**src/atom_settings.svh**
```systemverilog
// ====================
// Atom glue settings
// Bus widths, memory map constants,
// divider and cassette tone counts
// ====================

`ifndef ATOM_SETTINGS_SVH
`define ATOM_SETTINGS_SVH

// CPU bus widths
`define ATOM_ADDR_BITS 16
`define ATOM_DATA_BITS 8

// External SRAM, 256K x 8
`define ATOM_RAM_ADDR_BITS 18

// clk25 cycles per divider frame, 1us at 25MHz
`define ATOM_CLKDIV_PERIOD 25

// 208 = 16 * 13, close to the 4MHz/16/13/8 tone of the real machine
`define ATOM_CAS_HALF_PERIOD 208

// Power-up stretch, 1024 cpu_clken pulses
`define ATOM_PWRUP_BITS 10

// Lock flag lives in bit 5 of this zero page byte
`define ATOM_LOCK_ADDR 16'h00E7

`endif

```
**src/atom_bus_pkg.sv**
```systemverilog
// ====================
// CPU bus and memory map types
// Region select bit positions
// ====================

`include "atom_settings.svh"

package atom_bus_pkg;

   // CPU address and data
   typedef logic [`ATOM_ADDR_BITS-1:0] addr_t;
   typedef logic [`ATOM_DATA_BITS-1:0] byte_t;

   // External SRAM address
   typedef logic [`ATOM_RAM_ADDR_BITS-1:0] ram_addr_t;

   // One-hot region select, all zero means plain RAM
   typedef logic [7:0] region_t;

   // Bank number held in the low bits of the ROM latch
   typedef logic [2:0] rom_bank_t;

   // ====================
   // Region bit positions
   // ====================
   localparam int REG_ROM   = 0;  // C000-FFFF
   localparam int REG_PIA   = 1;  // B000-B00F
   localparam int REG_PL8   = 2;  // B400-B40F, reads zero
   localparam int REG_VIA   = 3;  // B800-B80F
   localparam int REG_SPI   = 4;  // BC00-BC0F
   localparam int REG_SID   = 5;  // BD00-BDFF
   localparam int REG_VID   = 6;  // 8000-8FFF
   localparam int REG_LATCH = 7;  // BFFF only

endpackage

```
**src/atom_io_pkg.sv**
```systemverilog
// ====================
// PIA, keyboard and clock speed types
// Register and speed codes
// ====================

`include "atom_settings.svh"

package atom_io_pkg;

   // Turbo speed select
   typedef logic [1:0] speed_t;

   // 8255 register index, from A1:A0
   typedef logic [1:0] pia_reg_t;

   // Keyboard column read on port B
   typedef logic [5:0] key_col_t;

   // Writable low nibble of port C
   typedef logic [3:0] pia_pc_low_t;

   // ====================
   // Turbo codes
   // ====================
   localparam speed_t SPEED_1MHZ = 2'd0;
   localparam speed_t SPEED_2MHZ = 2'd1;
   localparam speed_t SPEED_4MHZ = 2'd2;
   localparam speed_t SPEED_8MHZ = 2'd3;

   // PIA register map
   localparam pia_reg_t PIA_PORT_A = 2'd0;
   localparam pia_reg_t PIA_PORT_B = 2'd1;
   localparam pia_reg_t PIA_PORT_C = 2'd2;
   localparam pia_reg_t PIA_CTRL   = 2'd3;

endpackage

```
**src/cpu_bus_if.sv**
```systemverilog
// ====================
// Captured CPU bus and region selects
// source and sink modports
// ====================

`timescale 1ns/100ps

interface cpu_bus_if
   (
   input logic cpu_clken
   );
   import atom_bus_pkg::*;

   // Registered CPU outputs
   addr_t   address;
   byte_t   wdata;
   logic    rnw;

   // Decoded from the captured address
   region_t region;

   // Capture and decode side
   modport source (input cpu_clken, output address, output wdata, output rnw,
                   output region);

   // Devices and read mux
   modport sink (input cpu_clken, input address, input wdata, input rnw,
                 input region);

endinterface

```
**src/atom_clock_reset.sv**
```systemverilog
// ====================
// CPU clock enable divider, 1 to 8MHz
// Write gate on the falling edge
// Power-up reset stretcher
// ====================

`timescale 1ns/100ps
`include "atom_settings.svh"

module atom_clock_reset
   (
   input  logic                clk25,
   input  logic                reset,
   input  atom_io_pkg::speed_t speed,
   output logic                cpu_clken,
   output logic                wegate_b,
   output logic                sys_reset
   );
   import atom_io_pkg::*;

   localparam int DIV_BITS = $clog2(`ATOM_CLKDIV_PERIOD);

   logic [DIV_BITS-1:0]         clkdiv;
   logic                        in_window;
   logic                        clken_next;
   logic                        cpu_clken_d;
   logic [`ATOM_PWRUP_BITS-1:0] pwrup_count;
   logic                        pwrup_done;

   // ====================
   // Divider
   // ====================
   // Pulses only in the first 16 counts of the frame
   assign in_window = (clkdiv < DIV_BITS'(16));

   always_comb
   begin
      case (speed)
         SPEED_1MHZ: clken_next = in_window && (clkdiv[3:0] == 4'd0);
         SPEED_2MHZ: clken_next = in_window && (clkdiv[2:0] == 3'd0);
         SPEED_4MHZ: clken_next = in_window && (clkdiv[1:0] == 2'd0);
         default:    clken_next = in_window && !clkdiv[0];
      endcase
   end

   always_ff @(posedge clk25 or posedge reset)
   begin
      if (reset)
      begin
         clkdiv      <= '0;
         cpu_clken   <= 1'b0;
         cpu_clken_d <= 1'b0;
      end
      else
      begin
         // Wrap at end of frame
         if (clkdiv == DIV_BITS'(`ATOM_CLKDIV_PERIOD - 1))
            clkdiv <= '0;
         else
            clkdiv <= clkdiv + 1'b1;
         cpu_clken   <= clken_next;
         cpu_clken_d <= cpu_clken;
      end
   end

   // Opposite edge, keeps the gate centred in the 8MHz window
   always_ff @(negedge clk25 or posedge reset)
   begin
      if (reset)
         wegate_b <= 1'b1;
      else
         wegate_b <= !cpu_clken_d;
   end

   // ====================
   // Power-up reset
   // ====================
   assign pwrup_done = &pwrup_count;

   always_ff @(posedge clk25 or posedge reset)
   begin
      if (reset)
      begin
         pwrup_count <= '0;
         sys_reset   <= 1'b1;
      end
      else if (cpu_clken)
      begin
         if (!pwrup_done)
            pwrup_count <= pwrup_count + 1'b1;
         // Released one pulse after the count fills
         sys_reset <= !pwrup_done;
      end
   end

endmodule

```
**src/atom_memory_map.sv**
```systemverilog
// ====================
// CPU bus capture and address decode
// ROM bank latch, lock snoop
// External SRAM address and strobes
// ====================

`timescale 1ns/100ps
`include "atom_settings.svh"

module atom_memory_map
   (
   input  logic                   clk25,
   input  logic                   sys_reset,
   input  atom_bus_pkg::addr_t    cpu_address,
   input  atom_bus_pkg::byte_t    cpu_wdata,
   input  logic                   cpu_we,
   input  logic                   wegate_b,
   cpu_bus_if.source              bus,
   output atom_bus_pkg::byte_t    rom_latch,
   output atom_bus_pkg::ram_addr_t ram_addr,
   output logic                   ram_we_b,
   output logic                   ram_oe_b,
   output logic                   lock
   );
   import atom_bus_pkg::*;

   region_t   region_d;
   logic      a000_sel;
   logic      bus_write;
   rom_bank_t bank;

   // ====================
   // Bus capture
   // ====================
   // Core outputs are only valid alongside cpu_clken
   always_ff @(posedge clk25 or posedge sys_reset)
   begin
      if (sys_reset)
      begin
         bus.address <= '0;
         bus.rnw     <= 1'b1;
      end
      else if (bus.cpu_clken)
      begin
         bus.address <= cpu_address;
         bus.rnw     <= !cpu_we;
      end
   end

   // Write data is payload only
   always_ff @(posedge clk25)
   begin
      if (bus.cpu_clken)
         bus.wdata <= cpu_wdata;
   end

   // ====================
   // Address decode
   // ====================
   always_comb
   begin
      region_d            = '0;
      region_d[REG_ROM]   = (bus.address[15:14] == 2'b11);
      region_d[REG_PIA]   = (bus.address[15:4] == 12'hB00);
      region_d[REG_PL8]   = (bus.address[15:4] == 12'hB40);
      region_d[REG_VIA]   = (bus.address[15:4] == 12'hB80);
      region_d[REG_SPI]   = (bus.address[15:4] == 12'hBC0);
      region_d[REG_SID]   = (bus.address[15:8] == 8'hBD);
      region_d[REG_VID]   = (bus.address[15:12] == 4'h8);
      region_d[REG_LATCH] = (bus.address == 16'hBFFF);
   end

   assign bus.region = region_d;

   // Banked ROM window, mapped into SRAM
   assign a000_sel  = (bus.address[15:12] == 4'hA);
   assign bus_write = bus.cpu_clken && !bus.rnw;

   // ====================
   // ROM latch and lock
   // ====================
   always_ff @(posedge clk25 or posedge sys_reset)
   begin
      if (sys_reset)
      begin
         rom_latch <= '0;
         lock      <= 1'b0;
      end
      else if (bus_write)
      begin
         if (region_d[REG_LATCH])
            rom_latch <= bus.wdata;
         // Snoop of the OS lock flag
         if (bus.address == `ATOM_LOCK_ADDR)
            lock <= bus.wdata[5];
      end
   end

   // ====================
   // External SRAM
   // ====================
   assign bank     = rom_latch[2:0];
   assign ram_addr = a000_sel ? {3'b010, bank, bus.address[11:0]} : {2'b00, bus.address};
   assign ram_oe_b = !bus.rnw;

   // ROM area is write protected
   assign ram_we_b = bus.rnw || wegate_b || region_d[REG_ROM];

endmodule

```
**src/atom_pia.sv**
```systemverilog
// ====================
// 8255 PIA model, fixed port directions
// Cassette tone, cassette out, sound
// ====================

`timescale 1ns/100ps
`include "atom_settings.svh"

module atom_pia
   (
   input  logic                     clk25,
   input  logic                     sys_reset,
   cpu_bus_if.sink                  bus,
   input  atom_io_pkg::key_col_t    key_col,
   input  logic                     shift_n,
   input  logic                     ctrl_n,
   input  logic                     rept_n,
   input  logic                     fs_n,
   input  logic                     cas_in,
   input  logic                     sid_audio,
   output atom_bus_pkg::byte_t      pia_dout,
   output atom_bus_pkg::byte_t      port_a,
   output atom_io_pkg::pia_pc_low_t pc_low,
   output logic                     cas_out,
   output logic                     sound
   );
   import atom_bus_pkg::*;
   import atom_io_pkg::*;

   localparam int CAS_BITS = $clog2(`ATOM_CAS_HALF_PERIOD);

   pia_reg_t            reg_sel;
   byte_t               port_b;
   byte_t               port_c;
   logic                cas_tone;
   logic [CAS_BITS-1:0] cas_div;

   assign reg_sel = bus.address[1:0];

   // ====================
   // Register writes
   // ====================
   always_ff @(posedge clk25 or posedge sys_reset)
   begin
      if (sys_reset)
      begin
         port_a <= '0;
         pc_low <= '0;
      end
      else if (bus.cpu_clken && !bus.rnw && bus.region[REG_PIA])
      begin
         case (reg_sel)
            PIA_PORT_A: port_a <= bus.wdata;
            PIA_PORT_C: pc_low <= bus.wdata[3:0];
            // Bit set/reset, mode words ignored
            PIA_CTRL:
               if (!bus.wdata[7])
                  pc_low[bus.wdata[2:1]] <= bus.wdata[0];
            default: ;
         endcase
      end
   end

   // Inputs as seen on the read side
   assign port_b = {shift_n, ctrl_n, key_col};
   assign port_c = {fs_n, rept_n, cas_in, cas_tone, pc_low};

   always_comb
   begin
      case (reg_sel)
         PIA_PORT_A: pia_dout = port_a;
         PIA_PORT_B: pia_dout = port_b;
         PIA_PORT_C: pia_dout = port_c;
         default:    pia_dout = '0;
      endcase
   end

   // ====================
   // Cassette tone
   // ====================
   always_ff @(posedge clk25 or posedge sys_reset)
   begin
      if (sys_reset)
      begin
         cas_div  <= '0;
         cas_tone <= 1'b0;
      end
      else if (bus.cpu_clken)
      begin
         if (cas_div == CAS_BITS'(`ATOM_CAS_HALF_PERIOD - 1))
         begin
            cas_div  <= '0;
            cas_tone <= !cas_tone;
         end
         else
            cas_div <= cas_div + 1'b1;
      end
   end

   // pc0 enables output, pc1 gates in the tone
   assign cas_out = pc_low[0] && !(pc_low[1] && !cas_tone);

   // Speaker mixed with SID
   assign sound = pc_low[2] ^ sid_audio;

endmodule

```
**src/atom_read_mux.sv**
```systemverilog
// ====================
// CPU read data multiplexer
// ====================

`timescale 1ns/100ps

module atom_read_mux
   (
   cpu_bus_if.sink             bus,
   input  atom_bus_pkg::byte_t pia_dout,
   input  atom_bus_pkg::byte_t rom_latch,
   input  atom_bus_pkg::byte_t vid_dout,
   input  atom_bus_pkg::byte_t via_dout,
   input  atom_bus_pkg::byte_t spi_dout,
   input  atom_bus_pkg::byte_t sid_dout,
   input  atom_bus_pkg::byte_t ram_din,
   output atom_bus_pkg::byte_t cpu_din
   );
   import atom_bus_pkg::*;

   // ====================
   // Priority select
   // ====================
   // Regions are disjoint, order only matters for X and glitches
   always_comb
   begin
      if (bus.region[REG_VID])
         cpu_din = vid_dout;
      else if (bus.region[REG_PIA])
         cpu_din = pia_dout;
      else if (bus.region[REG_PL8])
         // Empty slot reads back zero
         cpu_din = '0;
      else if (bus.region[REG_SPI])
         cpu_din = spi_dout;
      else if (bus.region[REG_VIA])
         cpu_din = via_dout;
      else if (bus.region[REG_SID])
         cpu_din = sid_dout;
      else if (bus.region[REG_LATCH])
         cpu_din = rom_latch;
      else
         // RAM, banked ROM and main ROM all live in SRAM
         cpu_din = ram_din;
   end

endmodule

```
**src/atom_system.sv**
```systemverilog
// ====================
// Atom glue logic top level
// Clocking, memory map, PIA, read mux
// ====================

`timescale 1ns/100ps

module atom_system
   (
   input  logic                     clk25,
   input  logic                     reset,
   input  atom_io_pkg::speed_t      speed,
   input  logic                     sid_audio,
   // CPU side
   input  atom_bus_pkg::addr_t      cpu_address,
   input  atom_bus_pkg::byte_t      cpu_wdata,
   input  logic                     cpu_we,
   output atom_bus_pkg::byte_t      cpu_din,
   output logic                     cpu_clken,
   output logic                     sys_reset,
   output atom_bus_pkg::region_t    region,
   // Keyboard and cassette
   input  atom_io_pkg::key_col_t    key_col,
   input  logic                     shift_n,
   input  logic                     ctrl_n,
   input  logic                     rept_n,
   input  logic                     fs_n,
   input  logic                     cas_in,
   // Read data from devices outside this block
   input  atom_bus_pkg::byte_t      vid_dout,
   input  atom_bus_pkg::byte_t      via_dout,
   input  atom_bus_pkg::byte_t      spi_dout,
   input  atom_bus_pkg::byte_t      sid_dout,
   input  atom_bus_pkg::byte_t      ram_din,
   // External SRAM
   output atom_bus_pkg::ram_addr_t  ram_addr,
   output logic                     ram_we_b,
   output logic                     ram_oe_b,
   // Outputs
   output atom_bus_pkg::byte_t      port_a,
   output logic                     cas_out,
   output logic                     sound,
   output logic                     lock
   );
   import atom_bus_pkg::*;

   logic  wegate_b;
   byte_t pia_dout;
   byte_t rom_latch;

   // ====================
   // Shared captured bus
   // ====================
   cpu_bus_if bus (.cpu_clken(cpu_clken));

   assign region = bus.region;

   atom_clock_reset clock_reset0
      (
      .clk25     (clk25),
      .reset     (reset),
      .speed     (speed),
      .cpu_clken (cpu_clken),
      .wegate_b  (wegate_b),
      .sys_reset (sys_reset)
      );

   atom_memory_map memory_map0
      (
      .clk25       (clk25),
      .sys_reset   (sys_reset),
      .cpu_address (cpu_address),
      .cpu_wdata   (cpu_wdata),
      .cpu_we      (cpu_we),
      .wegate_b    (wegate_b),
      .bus         (bus.source),
      .rom_latch   (rom_latch),
      .ram_addr    (ram_addr),
      .ram_we_b    (ram_we_b),
      .ram_oe_b    (ram_oe_b),
      .lock        (lock)
      );

   // Port C low nibble fed the VDG colour set, not used here
   atom_pia pia0
      (
      .clk25     (clk25),
      .sys_reset (sys_reset),
      .bus       (bus.sink),
      .key_col   (key_col),
      .shift_n   (shift_n),
      .ctrl_n    (ctrl_n),
      .rept_n    (rept_n),
      .fs_n      (fs_n),
      .cas_in    (cas_in),
      .sid_audio (sid_audio),
      .pia_dout  (pia_dout),
      .port_a    (port_a),
      .pc_low    (),
      .cas_out   (cas_out),
      .sound     (sound)
      );

   atom_read_mux read_mux0
      (
      .bus       (bus.sink),
      .pia_dout  (pia_dout),
      .rom_latch (rom_latch),
      .vid_dout  (vid_dout),
      .via_dout  (via_dout),
      .spi_dout  (spi_dout),
      .sid_dout  (sid_dout),
      .ram_din   (ram_din),
      .cpu_din   (cpu_din)
      );

endmodule

```
**config.mk**
```make
export PLATFORM = sky130hd
export DESIGN_NAME = atom_system
export DESIGN_NICKNAME = d
export VERILOG_FILES = /design/src/atom_bus_pkg.sv /design/src/atom_io_pkg.sv /design/src/cpu_bus_if.sv /design/src/atom_clock_reset.sv /design/src/atom_memory_map.sv /design/src/atom_pia.sv /design/src/atom_read_mux.sv /design/src/atom_system.sv
export VERILOG_INCLUDE_DIRS = /design/src /design/src/src
export SDC_FILE = /design/constraint.sdc
export NUM_CORES = 1
export LEC_CHECK = 0
export BUFFER_PORTS_ARGS = -buffer_cell sky130_fd_sc_hd__buf_2
export CELL_PAD_IN_SITES_DETAIL_PLACEMENT = 1
export CELL_PAD_IN_SITES_GLOBAL_PLACEMENT = 2
export CORE_UTILIZATION = 33
export CTS_CLUSTER_DIAMETER = 100
export DETAILED_ROUTE_END_ITERATION = 8
export PLACE_DENSITY = 0.88
export SYNTH_ARGS = -nofsm -noshare
export SYNTH_HDL_FRONTEND = slang
export SYNTH_SLANG_ARGS = --single-unit
```
**constraint.sdc**
```tcl
create_clock -name clk25 -period 3 [get_ports clk25]
set_input_delay 0.6 -clock clk25 [delete_from_list [all_inputs] [get_ports clk25]]
set_output_delay 0.6 -clock clk25 [all_outputs]
set_load 0.01 [all_outputs]
```
---- After elaboration in Yosys (flattened, before gate mapping) ----
Cells that the tools add are included.
storage, ports and cells
  register bits ........................... 74
  input port bits ......................... 81
  output and inout bits ................... 49
  logic and storage cells ................. 89
cells by class
  $add $sub $neg .......................... 3
  $lt $le $gt $ge ......................... 3
  equality and inequality tests ........... 18
  multiplexer cells ....................... 17
  bitwise operators ....................... 2
  reduce and logical (&&, ||, !) cells .... 31
operators by type and width
  kind                                                              number
  8-bit 2-to-1 mux                                                  8
  12-bit == test, second input constant                             4
  8-bit one-hot mux with 3 select lines                             1
  17-bit 2-to-1 mux                                                 1
  16-bit == test, second input constant                             1
  16-bit by 8-bit == test with 1-bit output, second input constant  1
  8-bit == test, second input constant                              2
  10-bit by 1-bit adder with 10-bit output, second input constant   1
  10-bit AND reduction                                              1
  2-bit AND reduction                                               5
  1-bit logical AND                                                 9
  8-bit by 1-bit adder with 8-bit output, second input constant     1
  2-bit == test, second input constant                              4
  4-bit == test, second input constant                              2
  4-bit one-hot mux with 2 select lines                             1
  1-bit zero test                                                   7
  2-bit zero test                                                   3
  5-bit by 1-bit adder with 5-bit output, second input constant     1
  5-bit == test, second input constant                              1
  5-bit < comparator, second input constant                         1
  5-bit 2-to-1 mux                                                  1
  4-bit bitwise mux                                                 1
  2-bit by 1-bit == test with 1-bit output, second input constant   2
  4-bit zero test                                                   1
  other kinds (13)                                                  14

---- Longest topological paths before layout ----
  word-level depth ........................ 8
  gate-level depth with buffers ........... 7
  mapped depth without buffers ............ 6

---- Cells and area by module ----
Synthesis repeated with hierarchy kept, for this count alone.
unflattened totals
  cells, all modules ...................... 414
  area total of the unflattened synthesis .. 4409.2 um^2
by module, submodules not included
  module            times used  cells an instance  area an instance (um^2)  seq. area each (um^2)
  atom_memory_map   1           117                1572.8                   892.1
  atom_pia          1           118                1302.5                   525.5
  atom_clock_reset  1           88                 923.4                    478.0
  atom_read_mux     1           91                 610.6                    0.0

==> results by group <==
Synthesis
  – Number of synthesized flops with an enable pin: 8
  – FF+latch count, synth: 74
  – Synth top area share: 37.1%
  – Post-synthesis sequential area ratio: 44.6%
  – Post-synth net total: 517
  – Yosys warning count: 0
  – Syn Inst Count: 432
  – Synth area leaders: dfrtp_1 37%, mux2_2 11%, edfxtp_1 5.7%
  – Largest area contributor in the synthesized netlist: dfrtp_1
  – Top-count cell post-synth: dfrtp_1
  – Cell variety after synth: 55
  – Synth top cells by count: 63 x dfrtp_1, 41 x mux2_2, 34 x nor2_1
  – Asr flop ratio synth: 89.2%
  – Top FF cell, synth: dfrtp_1
  – Post-Syn Area: 0.00425 mm2
  – Mean Syn Cell Area: 9.84 um2

Global routing
  – GRT overflow: 0
  – Antenna violations before repair: 2
  – Met2 usage: 33.2%
  – Largest net degree at the start of global routing: 42
  – Routing usage on met1: 24.8%
  – Routing usage on met3: 5.18%
  – Total track usage: 20.0%
  – Global-route wire length before repair: 20,000 um
  – Grt peak-use layer: met2
  – Vias in the first global route: 3,756

Detailed routing
  – Post-DR wirelength/cell: 17.8 um
  – Via density: 5.03
  – Vias: 3,664
  – Wirelength, routed: 12,900 um
  – First-pass DRT Iterations: 4
  – DRC viols: 0
  – Antenna Nets Post-Route: 0
  – Iter 0 DRT Violations: 229

Setup path
  – WP data arrival: 2.66 ns
  – Slowest-stage cell, CP: dfstp_2
  – Slowest stage delay, CP: 0.34 ns
  – Reg2Reg Setup Slack: 0.74 ns
  – Crit end category: output pin
  – CP Data Required Time: 2.40 ns
  – WS Path Type: register to output pin
  – R2r worst-path depth: 4
  – Reg2reg end: pia0.port_a[0]
  – Critical R2R Launch: memory_map0.bus.address[11]
  – Crit-path cells: or3_1 -> buf_2
  – Critical path launch point type: register
  – Crit-path max FO: 1

Pwr
  – Internal: 1.90 mW
  – Sw Ratio: 30.5%
  – Flop pwr share: 45.2%
  – Power Density: 514 mW/mm2
  – VDD IR-drop max: 0.264 mV
  – Combinational share of power: 19.7%
  – Switching pwr: 832 uW
  – Leak Pwr: 2.43 nW
  – Clock power share: 35.1%

Clock network
  – Number of CTS-inserted buffers: 9
  – CTS clk-pin slew, worst paths: 0.06 ns
  – CTS tree: built
  – Clk buf depth: 2
  – Postcts setup bufs: 0
  – H-tree Lvls: 3
  – Worst-Skew Late Latency: 0.38 ns
  – Hold-fix buffers, CTS: 0
  – Clock sinks: 74
  – Root buf cell: clkbuf_16

Placed design
  – HPWL after DPL: 10,000 um
  – IO buf count: 128
  – Placed insts: 712
  – Routability congestion estimate from global placement: 0.848

Timing
  – Slew @ Worst Pin: 0.838 ns
  – Hold violation count in the final report: 0
  – TNS Setup: -0.259 ns
  – Clock skew: 0.0534 ns
  – Slack of the critical path: -0.259 ns
  – Max_slew headroom: 43.6%
  – Setup-failing EPs final: 1
  – Unrepaired setup endpoints after global routing: true
  – Slew Limit Fails: 0

Flow run
  – Max cap viols: 0

Cells and area
  – Layout Cells excl Fill: 728
  – Post-layout nets: 636
  – Share of cells above drive strength 1: 39.4%
  – Ant. Diodes: 0
  – Area Overhead vs Synth: 24.9%

Status
  – Status: complete, but fails checks
  – Failing checks: negative setup slack

Floorplanning
  – Core footprint: 0.0126 mm2
  – Chip height: 115 um
  – Top-level port count: 130
  – Starting Density: 33.8%
  – # rows: 41
  – Die ar.: 0.0133 mm2
  – Die width: 115 um

Hold path
  – Min-delay worst type: register to async pin
## layout by cell type (no fill, tap or decap), drive strengths merged, types with 5 or more instances in the layout
cell / instances
nor2: 36
clkinv: 7
mux2: 41
a211oi: 16
nand2: 32
nand4b: 9
xnor2: 8
nand4: 7
a21oi: 23
nand3: 14
inv: 24
dfrtp: 63
buf: 143
clkbuf: 9
nor3: 8
a31oi: 9
xor2: 6
o21bai: 8
nand2b: 5
edfxtp: 8
o21ai: 22
o31ai: 9
## worst max-delay path: cells and delay by family (launching register included)
family	cells	cell delay [ns]
simple gates	1	0.29
buf+inv	1	0.14
flops	1	0.34
## power by group through the flow
stage / clock [mW] / combinational [mW] / sequential, mW
finish: 0.956 / 0.538 / 1.23
global placement: 0.00417 / 0.523 / 1.24
CTS: 0.983 / 0.543 / 1.23
global route: 1.03 / 0.602 / 1.25
floorplan: 0.00417 / 0.368 / 1.21
detailed placement: 0.00417 / 0.540 / 1.25
## metal layers
layer / vias to the layer above / part of all wire [%] / routed length (um)
li1: 1786 / - / -
met1: 1745 / 43 / 5550
met2: 109 / 48 / 6190
met3: 20 / 7.0 / 901
met4: 4 / 2.1 / 267
met5: - / 0.21 / 27
## worst max-delay path by stage
stage	from	to	cells after the start
global route	clock_reset0.wegate_b	ram_we_b	2
finish	clock_reset0.wegate_b	ram_we_b	2
detailed placement	clock_reset0.wegate_b	ram_we_b	2
CTS	clock_reset0.wegate_b	ram_we_b	2
global placement	clock_reset0.wegate_b	ram_we_b	2
floorplan	clock_reset0.wegate_b	ram_we_b	1
## per-stage QoR
stage | power (mW) | setup WS (ns) | utilization [%] | hold WS [ns] | cell area [um2]
after CTS | 2.76 | -0.270 | 42.1 | 0.270 | 5290
after detailed placement | 1.79 | 0.0944 | 40.0 | 0.257 | 5020
after floorplan | 1.58 | 0.181 | - | 0.442 | 4250
after global placement | 1.76 | 0.0830 | 40.0 | 0.250 | 5020
after global routing | 2.89 | -0.329 | 42.2 | 0.287 | 5310
final | 2.73 | -0.259 | 42.2 | 0.252 | 5310
## timing repair
item,CTS,global route
endpoints found under the hold margin,0,0
pin swaps,1,0
resized for setup,1,4
setup endpoints to repair,2,5
## final cells by class
type | instances | area (um2)
flip-flops and latches | 74 | 1900
clock inverters | 8 | 40.0
repair buffers | 143 | 753
well taps | 172 | 215
fillers | 1493 | 7260
clock buffers | 9 | 225
multi-input cells | 299 | 2090
inverters | 23 | 86.3
## registers in the layout (all words and copies together) (netlist names)
name / count
clock_reset0.sys_reset: 1
clock_reset0.cpu_clken_d: 1
pia0.pc_low: 4
memory_map0.bus.rnw: 1
memory_map0.bus.wdata: 8
clock_reset0.cpu_clken: 1
memory_map0.rom_latch: 8
pia0.cas_tone: 1
pia0.port_a: 8
clock_reset0.clkdiv: 5
clock_reset0.wegate_b: 1
memory_map0.lock: 1
pia0.cas_div: 8
clock_reset0.pwrup_count: 10
memory_map0.bus.address: 16
## cells by family (layout without fill, tap and decap cells)
family / Yosys count / after routing / share of synthesized area (%)
adders and majority gates: 4 / 4 / 1.18
and+or+nand+nor: 135 / 135 / 17.8
AOI/OAI and AO/OA: 101 / 101 / 15.2
xor gates and xnor gates: 14 / 14 / 2.88
buffers and inverters: 59 / 183 / 6.74
DFF: 74 / 74 / 44.6
other: 1 / 1 / 0.0882
muxes: 44 / 44 / 11.6
(Power assumes the default switching activity.)
